**src/common/gs_div_pkg.sv**
```systemverilog
package gs_div_pkg;

        // ====================
        // BF16 format
        // ====================

        localparam int BF16_W   = 16;
        localparam int EXP_W    = 8;
        localparam int MANT_W   = 7;
        localparam int EXP_BIAS = 127;

        // Mantissa datapath is unsigned, 2 integer bits and FRAC_W fraction bits
        localparam int FRAC_W = 14;

        localparam logic [BF16_W-1:0] BF16_QNAN    = 16'h7FC0;
        localparam logic [BF16_W-1:0] BF16_POS_INF = 16'h7F80;

        typedef logic [BF16_W-1:0] bf16_t;
        typedef logic [FRAC_W+1:0] fix_t;

        // ====================
        // Operand and stage types
        // ====================

        typedef enum logic [1:0] {
                CLS_NORMAL = 2'd0,
                CLS_ZERO   = 2'd1,
                CLS_INF    = 2'd2,
                CLS_NAN    = 2'd3
        } operand_class_t;

        // Raw special-case conditions, priority is resolved in the result stage
        typedef struct packed {
                logic force_nan;
                logic force_inf;
                logic force_zero;
                logic div_by_zero;
        } special_t;

        typedef struct packed {
                logic              sign;
                logic signed [9:0] exp_est;
                special_t          special;
        } gs_meta_t;

        typedef struct packed {
                fix_t     num;
                fix_t     den;
                gs_meta_t meta;
        } gs_state_t;

        typedef struct packed {
                bf16_t quotient;
                logic  is_nan;
                logic  is_inf;
                logic  div_by_zero;
        } gs_out_t;

        // Fixed-point product, fraction truncated and top integer bits dropped
        function automatic fix_t fix_mul(fix_t a, fix_t b);
                logic [2*FRAC_W+3:0] prod;
                prod = a * b;
                return prod[FRAC_W +: FRAC_W+2];
        endfunction

endpackage
```
**src/common/gs_stage_if.sv**
```systemverilog
interface gs_stage_if
        import gs_div_pkg::*;
();

        logic     valid;
        logic     ready;
        fix_t     num;
        fix_t     den;
        gs_meta_t meta;

        // Item moves when valid and ready are both high on a rising edge
        modport source (
                output valid,
                output num,
                output den,
                output meta,
                input  ready
        );

        modport sink (
                input  valid,
                input  num,
                input  den,
                input  meta,
                output ready
        );

endinterface

```
**src/source/bf16_goldschmidt_div.sv**
```systemverilog
module bf16_goldschmidt_div
        import gs_div_pkg::*;
#(
        parameter int ITERATIONS = 2,
        parameter int LUT_DEPTH  = 32
) (
        input  logic  i_clk,
        input  logic  i_rst_n,
        input  logic  i_in_valid,
        input  bf16_t i_numerator,
        input  bf16_t i_denominator,
        output logic  o_in_ready,
        input  logic  i_out_ready,
        output logic  o_out_valid,
        output bf16_t o_quotient,
        output logic  o_div_by_zero,
        output logic  o_is_inf,
        output logic  o_is_nan
);

        // Link k feeds iteration k, the last link feeds the result stage
        gs_stage_if stage_if [0:ITERATIONS] ();

        // ====================
        // Front end
        // ====================

        gs_prescale #(
                .LUT_DEPTH (LUT_DEPTH)
        ) gs_prescale_i (
                .i_clk         (i_clk),
                .i_rst_n       (i_rst_n),
                .i_valid       (i_in_valid),
                .i_numerator   (i_numerator),
                .i_denominator (i_denominator),
                .o_ready       (o_in_ready),
                .out           (stage_if[0])
        );

        // ====================
        // Iteration chain
        // ====================

        for (genvar k = 0; k < ITERATIONS; k++) begin : gen_iter
                gs_iteration gs_iteration_i (
                        .i_clk   (i_clk),
                        .i_rst_n (i_rst_n),
                        .in      (stage_if[k]),
                        .out     (stage_if[k+1])
                );
        end

        // ====================
        // Result stage
        // ====================

        gs_result gs_result_i (
                .i_clk         (i_clk),
                .i_rst_n       (i_rst_n),
                .i_out_ready   (i_out_ready),
                .in            (stage_if[ITERATIONS]),
                .o_out_valid   (o_out_valid),
                .o_quotient    (o_quotient),
                .o_div_by_zero (o_div_by_zero),
                .o_is_inf      (o_is_inf),
                .o_is_nan      (o_is_nan)
        );

endmodule

```
**src/goldschmidt/gs_result.sv**
```systemverilog
module gs_result
        import gs_div_pkg::*;
(
        input  logic     i_clk,
        input  logic     i_rst_n,
        input  logic     i_out_ready,
        gs_stage_if.sink in,
        output logic     o_out_valid,
        output bf16_t    o_quotient,
        output logic     o_div_by_zero,
        output logic     o_is_inf,
        output logic     o_is_nan
);

        logic              w_shift;
        fix_t              w_norm;
        logic signed [9:0] w_exp;
        gs_out_t           w_res;
        gs_out_t           w_q;

        // N lies in [0.5, 2), so only the ones bit decides the shift
        assign w_shift = !in.num[FRAC_W];
        assign w_norm  = w_shift ? {in.num[FRAC_W:0], 1'b0} : in.num;
        assign w_exp   = in.meta.exp_est - (w_shift ? 10'sd1 : 10'sd0);

        // ====================
        // Special-case priority
        // ====================

        always_comb begin
                w_res.is_nan      = 1'b0;
                w_res.is_inf      = 1'b0;
                w_res.div_by_zero = 1'b0;
                if (in.meta.special.force_nan) begin
                        w_res.quotient = {in.meta.sign, BF16_QNAN[BF16_W-2:0]};
                        w_res.is_nan   = 1'b1;
                end else if (in.meta.special.div_by_zero) begin
                        w_res.quotient    = {in.meta.sign, BF16_POS_INF[BF16_W-2:0]};
                        w_res.is_inf      = 1'b1;
                        w_res.div_by_zero = 1'b1;
                end else if (in.meta.special.force_inf) begin
                        w_res.quotient = {in.meta.sign, BF16_POS_INF[BF16_W-2:0]};
                        w_res.is_inf   = 1'b1;
                end else if (in.meta.special.force_zero) begin
                        w_res.quotient = {in.meta.sign, {(BF16_W-1){1'b0}}};
                end else if (w_exp > 10'sd254) begin
                        // Overflow past the largest finite exponent
                        w_res.quotient = {in.meta.sign, BF16_POS_INF[BF16_W-2:0]};
                        w_res.is_inf   = 1'b1;
                end else if (w_exp < 10'sd1) begin
                        w_res.quotient = {in.meta.sign, {(BF16_W-1){1'b0}}};
                end else begin
                        // Fraction truncated to the BF16 mantissa
                        w_res.quotient = {in.meta.sign, w_exp[EXP_W-1:0],
                                          w_norm[FRAC_W-1 -: MANT_W]};
                end
        end

        gs_pipe_slice #(
                .payload_t (gs_out_t)
        ) gs_pipe_slice_i (
                .i_clk   (i_clk),
                .i_rst_n (i_rst_n),
                .i_valid (in.valid),
                .i_data  (w_res),
                .i_ready (i_out_ready),
                .o_ready (in.ready),
                .o_valid (o_out_valid),
                .o_data  (w_q)
        );

        assign o_quotient    = w_q.quotient;
        assign o_is_nan      = w_q.is_nan;
        assign o_is_inf      = w_q.is_inf;
        assign o_div_by_zero = w_q.div_by_zero;

endmodule

```
**src/goldschmidt/gs_iteration.sv**
```systemverilog
module gs_iteration
        import gs_div_pkg::*;
(
        input  logic       i_clk,
        input  logic       i_rst_n,
        gs_stage_if.sink   in,
        gs_stage_if.source out
);

        localparam fix_t FIX_TWO = {2'b10, {FRAC_W{1'b0}}};

        fix_t      w_f;
        gs_state_t w_next;
        gs_state_t w_q;

        // ====================
        // Goldschmidt step
        // ====================

        // D stays near 1, so 2 - D never wraps
        assign w_f = FIX_TWO - in.den;

        // Both products are independent and are formed side by side
        always_comb begin
                w_next.num  = fix_mul(in.num, w_f);
                w_next.den  = fix_mul(in.den, w_f);
                w_next.meta = in.meta;
        end

        // ====================
        // Stage register
        // ====================

        gs_pipe_slice #(
                .payload_t (gs_state_t)
        ) gs_pipe_slice_i (
                .i_clk   (i_clk),
                .i_rst_n (i_rst_n),
                .i_valid (in.valid),
                .i_data  (w_next),
                .i_ready (out.ready),
                .o_ready (in.ready),
                .o_valid (out.valid),
                .o_data  (w_q)
        );

        assign out.num  = w_q.num;
        assign out.den  = w_q.den;
        assign out.meta = w_q.meta;

endmodule

```
**src/goldschmidt/gs_prescale.sv**
```systemverilog
module gs_prescale
        import gs_div_pkg::*;
#(
        parameter int LUT_DEPTH = 32
) (
        input  logic       i_clk,
        input  logic       i_rst_n,
        input  logic       i_valid,
        input  bf16_t      i_numerator,
        input  bf16_t      i_denominator,
        output logic       o_ready,
        gs_stage_if.source out
);

        localparam int IDX_W = $clog2(LUT_DEPTH);

        typedef logic [LUT_DEPTH-1:0][FRAC_W+1:0] lut_t;

        // ====================
        // Reciprocal LUT
        // ====================

        // 1/(1.m) taken at the midpoint of each interval, rounded to nearest
        function automatic lut_t build_lut();
                lut_t lut;
                int   den;
                for (int i = 0; i < LUT_DEPTH; i++) begin
                        den    = 2 * LUT_DEPTH + 2 * i + 1;
                        lut[i] = fix_t'(((2 * LUT_DEPTH) * (1 << FRAC_W) + den / 2) / den);
                end
                return lut;
        endfunction

        localparam lut_t RECIP_LUT = build_lut();

        // Denormals fall into the zero class
        function automatic operand_class_t classify(bf16_t v);
                logic [EXP_W-1:0]  e;
                logic [MANT_W-1:0] m;
                e = v[BF16_W-2 -: EXP_W];
                m = v[MANT_W-1:0];
                if (e == '0)
                        return CLS_ZERO;
                else if (e == '1)
                        return (m == '0) ? CLS_INF : CLS_NAN;
                else
                        return CLS_NORMAL;
        endfunction

        logic [EXP_W-1:0]  w_a_exp;
        logic [EXP_W-1:0]  w_b_exp;
        logic [MANT_W-1:0] w_a_mant;
        logic [MANT_W-1:0] w_b_mant;
        operand_class_t    w_a_cls;
        operand_class_t    w_b_cls;
        fix_t              w_recip;
        fix_t              w_a_fix;
        fix_t              w_b_fix;
        gs_state_t         w_next;
        gs_state_t         w_q;

        assign w_a_exp  = i_numerator[BF16_W-2 -: EXP_W];
        assign w_b_exp  = i_denominator[BF16_W-2 -: EXP_W];
        assign w_a_mant = i_numerator[MANT_W-1:0];
        assign w_b_mant = i_denominator[MANT_W-1:0];
        assign w_a_cls  = classify(i_numerator);
        assign w_b_cls  = classify(i_denominator);

        // Mantissas with the hidden one, placed in the fixed-point frame
        assign w_a_fix = {2'b01, w_a_mant, {(FRAC_W-MANT_W){1'b0}}};
        assign w_b_fix = {2'b01, w_b_mant, {(FRAC_W-MANT_W){1'b0}}};

        assign w_recip = RECIP_LUT[w_b_mant[MANT_W-1 -: IDX_W]];

        always_comb begin
                // Scale both so that D0 sits close to 1.0
                w_next.num = fix_mul(w_a_fix, w_recip);
                w_next.den = fix_mul(w_b_fix, w_recip);

                w_next.meta.sign    = i_numerator[BF16_W-1] ^ i_denominator[BF16_W-1];
                w_next.meta.exp_est = $signed({2'b00, w_a_exp}) - $signed({2'b00, w_b_exp})
                                      + 10'(EXP_BIAS);

                w_next.meta.special.force_nan   = (w_a_cls == CLS_NAN) || (w_b_cls == CLS_NAN)
                        || (w_a_cls == CLS_ZERO && w_b_cls == CLS_ZERO)
                        || (w_a_cls == CLS_INF && w_b_cls == CLS_INF);
                w_next.meta.special.div_by_zero = (w_b_cls == CLS_ZERO);
                w_next.meta.special.force_inf   = (w_a_cls == CLS_INF);
                w_next.meta.special.force_zero  = (w_a_cls == CLS_ZERO) || (w_b_cls == CLS_INF);
        end

        gs_pipe_slice #(
                .payload_t (gs_state_t)
        ) gs_pipe_slice_i (
                .i_clk   (i_clk),
                .i_rst_n (i_rst_n),
                .i_valid (i_valid),
                .i_data  (w_next),
                .i_ready (out.ready),
                .o_ready (o_ready),
                .o_valid (out.valid),
                .o_data  (w_q)
        );

        assign out.num  = w_q.num;
        assign out.den  = w_q.den;
        assign out.meta = w_q.meta;

endmodule

```
**src/source/gs_pipe_slice.sv**
```systemverilog
module gs_pipe_slice #(
        parameter type payload_t = logic [7:0]
) (
        input  logic     i_clk,
        input  logic     i_rst_n,
        input  logic     i_valid,
        input  payload_t i_data,
        input  logic     i_ready,
        output logic     o_ready,
        output logic     o_valid,
        output payload_t o_data
);

        logic     r_valid;
        payload_t r_data;

        // Accept when empty or when the held item leaves this cycle
        assign o_ready = !r_valid || i_ready;

        always_ff @(posedge i_clk or negedge i_rst_n) begin
                if (!i_rst_n) begin
                        r_valid <= 1'b0;
                end else if (o_ready) begin
                        r_valid <= i_valid;
                end
        end

        always_ff @(posedge i_clk) begin
                if (i_valid && o_ready) begin
                        r_data <= i_data;
                end
        end

        assign o_valid = r_valid;
        assign o_data  = r_data;

endmodule

```
**config.mk**
```make
export PLATFORM = sky130hd
export DESIGN_NAME = bf16_goldschmidt_div
export DESIGN_NICKNAME = d
export VERILOG_FILES = /design/src/common/gs_div_pkg.sv /design/src/common/gs_stage_if.sv /design/src/source/bf16_goldschmidt_div.sv /design/src/goldschmidt/gs_result.sv /design/src/goldschmidt/gs_iteration.sv /design/src/goldschmidt/gs_prescale.sv /design/src/source/gs_pipe_slice.sv
export SDC_FILE = /design/constraint.sdc
export NUM_CORES = 2
export LEC_CHECK = 0
export ABC_CLOCK_PERIOD_IN_PS = 10250
export BUFFER_PORTS_ARGS = -buffer_cell sky130_fd_sc_hd__clkbuf_2
export CAP_MARGIN = 5
export CORE_ASPECT_RATIO = 2
export CORE_MARGIN = 1
export CORE_UTILIZATION = 50
export CTS_BUF_LIST = sky130_fd_sc_hd__clkbuf_2 sky130_fd_sc_hd__clkbuf_4 sky130_fd_sc_hd__clkbuf_8
export CTS_CLUSTER_DIAMETER = 40
export DETAILED_ROUTE_END_ITERATION = 12
export PLACE_DENSITY = 0.66
export SETUP_SLACK_MARGIN = 0.5
export SLEW_MARGIN = 15
export SYNTH_ARGS = -nofsm -noshare
export SYNTH_HDL_FRONTEND = slang
export SYNTH_SLANG_ARGS = --single-unit
```
**constraint.sdc**
```tcl
create_clock -name i_clk -period 10.25 [get_ports i_clk]
set_input_delay 0 -clock i_clk [delete_from_list [all_inputs] [get_ports i_clk]]
set_output_delay 0 -clock i_clk [all_outputs]
set_load 0.01 [all_outputs]
```
==> run metrics <==
Post-synth EDFFs 137; Seq/Total Area, Yosys 11.6%; Crit Path Class flip-flop to flip-flop; Clock transition at path regs 100 ps; DR WL/cell 19.4 µm; period utilisation layout 89.4%; startpoint types flip-flop; post-layout min period 9160 ps; CTS tree built; Synth Area in Compound Gates 4.26%; relative slew slack 20.5%; antenna violations before repair 1; area share of the largest cell type after synthesis 39.5%; Post-Synthesis Cell Area 36400 µm²; Syn-to-layout area delta 5.08%; mux contribution to synthesized area 0.399%; Initial Util between 50% and 60%; status finished, final reports clean; GR Overflow Total 0; ys flop type edfxtp_1; Gate Count Post-Synth 3814; Worst Tran Pin Value 1190 ps; synth warn 0; Synth Register Bits 141; number of remaining DRC errors 0; setup slack, reg-to-reg approximately 1100 ps; CTS H-tree depth 4; critical path data required time between 10000 and 15000 ps; Setup violations, final 0; clock root cell clkbuf_8; RSZ-0062 raised after global routing no; XOR/XNOR Fraction of Synth Area between 2 and 3%; commonest cells in the synthesized netlist inv_1, fa_1, ha_1; worst-skew pair later-pin latency 520 ps; top cells by area, synth fa_1, ha_1, edfxtp_1; worst min path class input pin to flip-flop; largest family of logic cells by synthesized area adder cells; fin. max-slew vios 0; die width 193 µm; RD Place Congestion 0.923; Nets 4940; Data arrival, critical path 9440 ps; Clock Tree Buf Depth 2; PortBufs 56; Critical Path End Type flip-flop; largest net degree at the start of global routing 51; CP max FO 22; Crit. Startpoint gs_prescale_i.gs_pipe_slice_i.o_data[19]$_DFFE_PP_; Setup Skew 22.5 ps; Die H 383 µm; FMAX around 110 MHz; Final TNS setup 0 ps; first-pass GRT wire length 147000 µm; post-synthesis cell type count 85; Num CTS Buffers 17; DRT Pass-1 Iters 5; Vias/cell 5.38; synthesized-area fraction occupied by adder cells 52.5%; layout cell share with drive strength beyond 1 4.84%; iteration-0 DRC count of the detailed router 1193; GRT Total Usage 26.4%; # fillers 6633; leading area contributor after synthesis fa_1; number of max-cap violations 0; WL final between 90000 and 100000 µm; Die ar. 73900 µm²; # rows 139; Vias approximately 25000; Worst Min Path Start i_numerator[11]; Mapped Avg Cell Area about 9.5 µm²; post-synthesis simple-gate area fraction 18.0%; Core Region between 70000 and 80000 µm²; vias in the first global route 28200; # clock sinks 141; HPWL Detailed 75300 µm; # IOs 57; post-route ant nets 0; Synth async-reset ratio 2.84%; worst r2r src gs_prescale_i.gs_pipe_slice_i.o_data[19]$_DFFE_PP_; Hold Fails Final Rpt 0; count leader, synth inv_1
[state kept, by name, indices dropped and copies added, names as in the netlist]
register	flops
gs_prescale_i.gs_pipe_slice_i.o_valid	1
gs_prescale_i.gs_pipe_slice_i.o_data	47
gen_iter.gs_iteration_i.gs_pipe_slice_i.o_data	71
gs_result_i.gs_pipe_slice_i.o_data	19
gs_result_i.gs_pipe_slice_i.o_valid	1
gen_iter.gs_iteration_i.gs_pipe_slice_i.o_valid	2
[cell families after synthesis]
| family | after synthesis |
|---|---|
| DFF | 141 |
| AOI/OAI and AO/OA | 230 |
| buffers and inverters | 998 |
| adders and majority gates | 1097 |
| other | 1 |
| muxes | 13 |
| and+or+nand+nor | 1219 |
| xor gates and xnor gates | 115 |
[worst paths after layout]
| kind | cells after the start | endpoint |
|---|---|---|
| setup / recovery | 25 | flip-flop |
| hold / removal | 4 | gs_prescale_i.gs_pipe_slice_i.o_data[2]$_DFFE_PP_ |
| setup reg to reg | 25 | flip-flop |
| hold reg to reg | 0 | flip-flop |
| max in group asynchronous | 3 | gs_result_i.gs_pipe_slice_i.o_valid$_DFFE_PN0P_ |
| min in group asynchronous | 3 | gs_prescale_i.gs_pipe_slice_i.o_valid$_DFFE_PN0N_ |
[stage by stage]
| stage | hold WS (ps) | area [µm²] | setup WS (ps) | cells | utilization [%] |
|---|---|---|---|---|---|
| final | 31.8 | 38200 | 1090 | 4737 | 53.2 |
| after floorplan | -296 | 36400 | 2250 | 3815 | - |
| after CTS | 4.86 | 38200 | 835 | 4736 | 53.2 |
| after detailed placement | -187 | 37600 | 849 | 4686 | 52.4 |
| after global routing | 51.3 | 38200 | 680 | 4737 | 53.2 |
| after global placement | -186 | 37600 | 723 | 4686 | 52.4 |
[layer usage]
| metal | vias up | part of all wire [%] | GRT usage, % |
|---|---|---|---|
| met3 | 306 | 2.5 | 1.74 |
| met2 | 636 | 58 | 52.1 |
| met1 | 13000 | 32 | 25.6 |
| met5 | - | 0 | 0 |
| li1 | 11500 | - | - |
| met4 | 0 | 7.3 | 17.2 |
[timing repair]
action	4_1_cts	5_1_grt
hold buffers	18	0
setup buffers	0	0
gates resized for setup	0	1
endpoints found under the setup margin	0	1
endpoints found under the hold margin	14	0
[layout make-up]
type                       instances  area [µm²]  area share (%)
antenna                            1        2.50         0.00655
clock buffer                      18         241           0.632
clock inverter                    14         154           0.403
inverter                         841        3160            8.26
multi-input combinational       2676       28400            74.4
sequential                       141        4210            11.0
tap                              916        1150            3.00
timing repair buffer             130         881            2.31
[layout by cell type, fill, tap and decap left out, types with 8 or more instances in the layout]
| cell | instances |
|---|---|
| nor2b_1 | 215 |
| a21o_1 | 16 |
| and2_1 | 219 |
| nand2_1 | 309 |
| nor4_1 | 12 |
| nor2_1 | 138 |
| o21a_1 | 8 |
| o211ai_1 | 9 |
| dlygate4sd3_1 | 18 |
| nand2b_1 | 210 |
| nand4_1 | 12 |
| inv_1 | 839 |
| nand3_1 | 21 |
| mux2i_1 | 10 |
| clkbuf_2 | 56 |
| nor3_1 | 27 |
| o21ai_0 | 56 |
| edfxtp_1 | 137 |
| ha_1 | 380 |
| a21oi_1 | 61 |
| buf_4 | 56 |
| clkbuf_8 | 17 |
| xnor2_1 | 76 |
| and3_1 | 11 |
| fa_1 | 717 |
| xor2_1 | 34 |
| o21bai_1 | 8 |
[worst max-delay path: stages (launching register included)]
cell and delay [ps]:
edfxtp_1 710, or4_1 690, nand2b_1 190, or3_1 370, nor3_1 180, ha_1 480, buf_4 330, nand2b_1 180
fa_1 370, inv_1 70, fa_1 410, ha_1 320, fa_1 460, fa_1 500, fa_1 420, ha_1 330
a2111oi_2 630, o211ai_1 190, a21oi_1 540, o31ai_1 300, nand2_1 120, o32ai_1 130, o41ai_1 450, o21ai_0 240
a21oi_1 220, xnor2_1 90
Power is left out: the tool's default activity adds up to more than one toggle a clock period on the data nets, which glitch-free logic cannot reach.
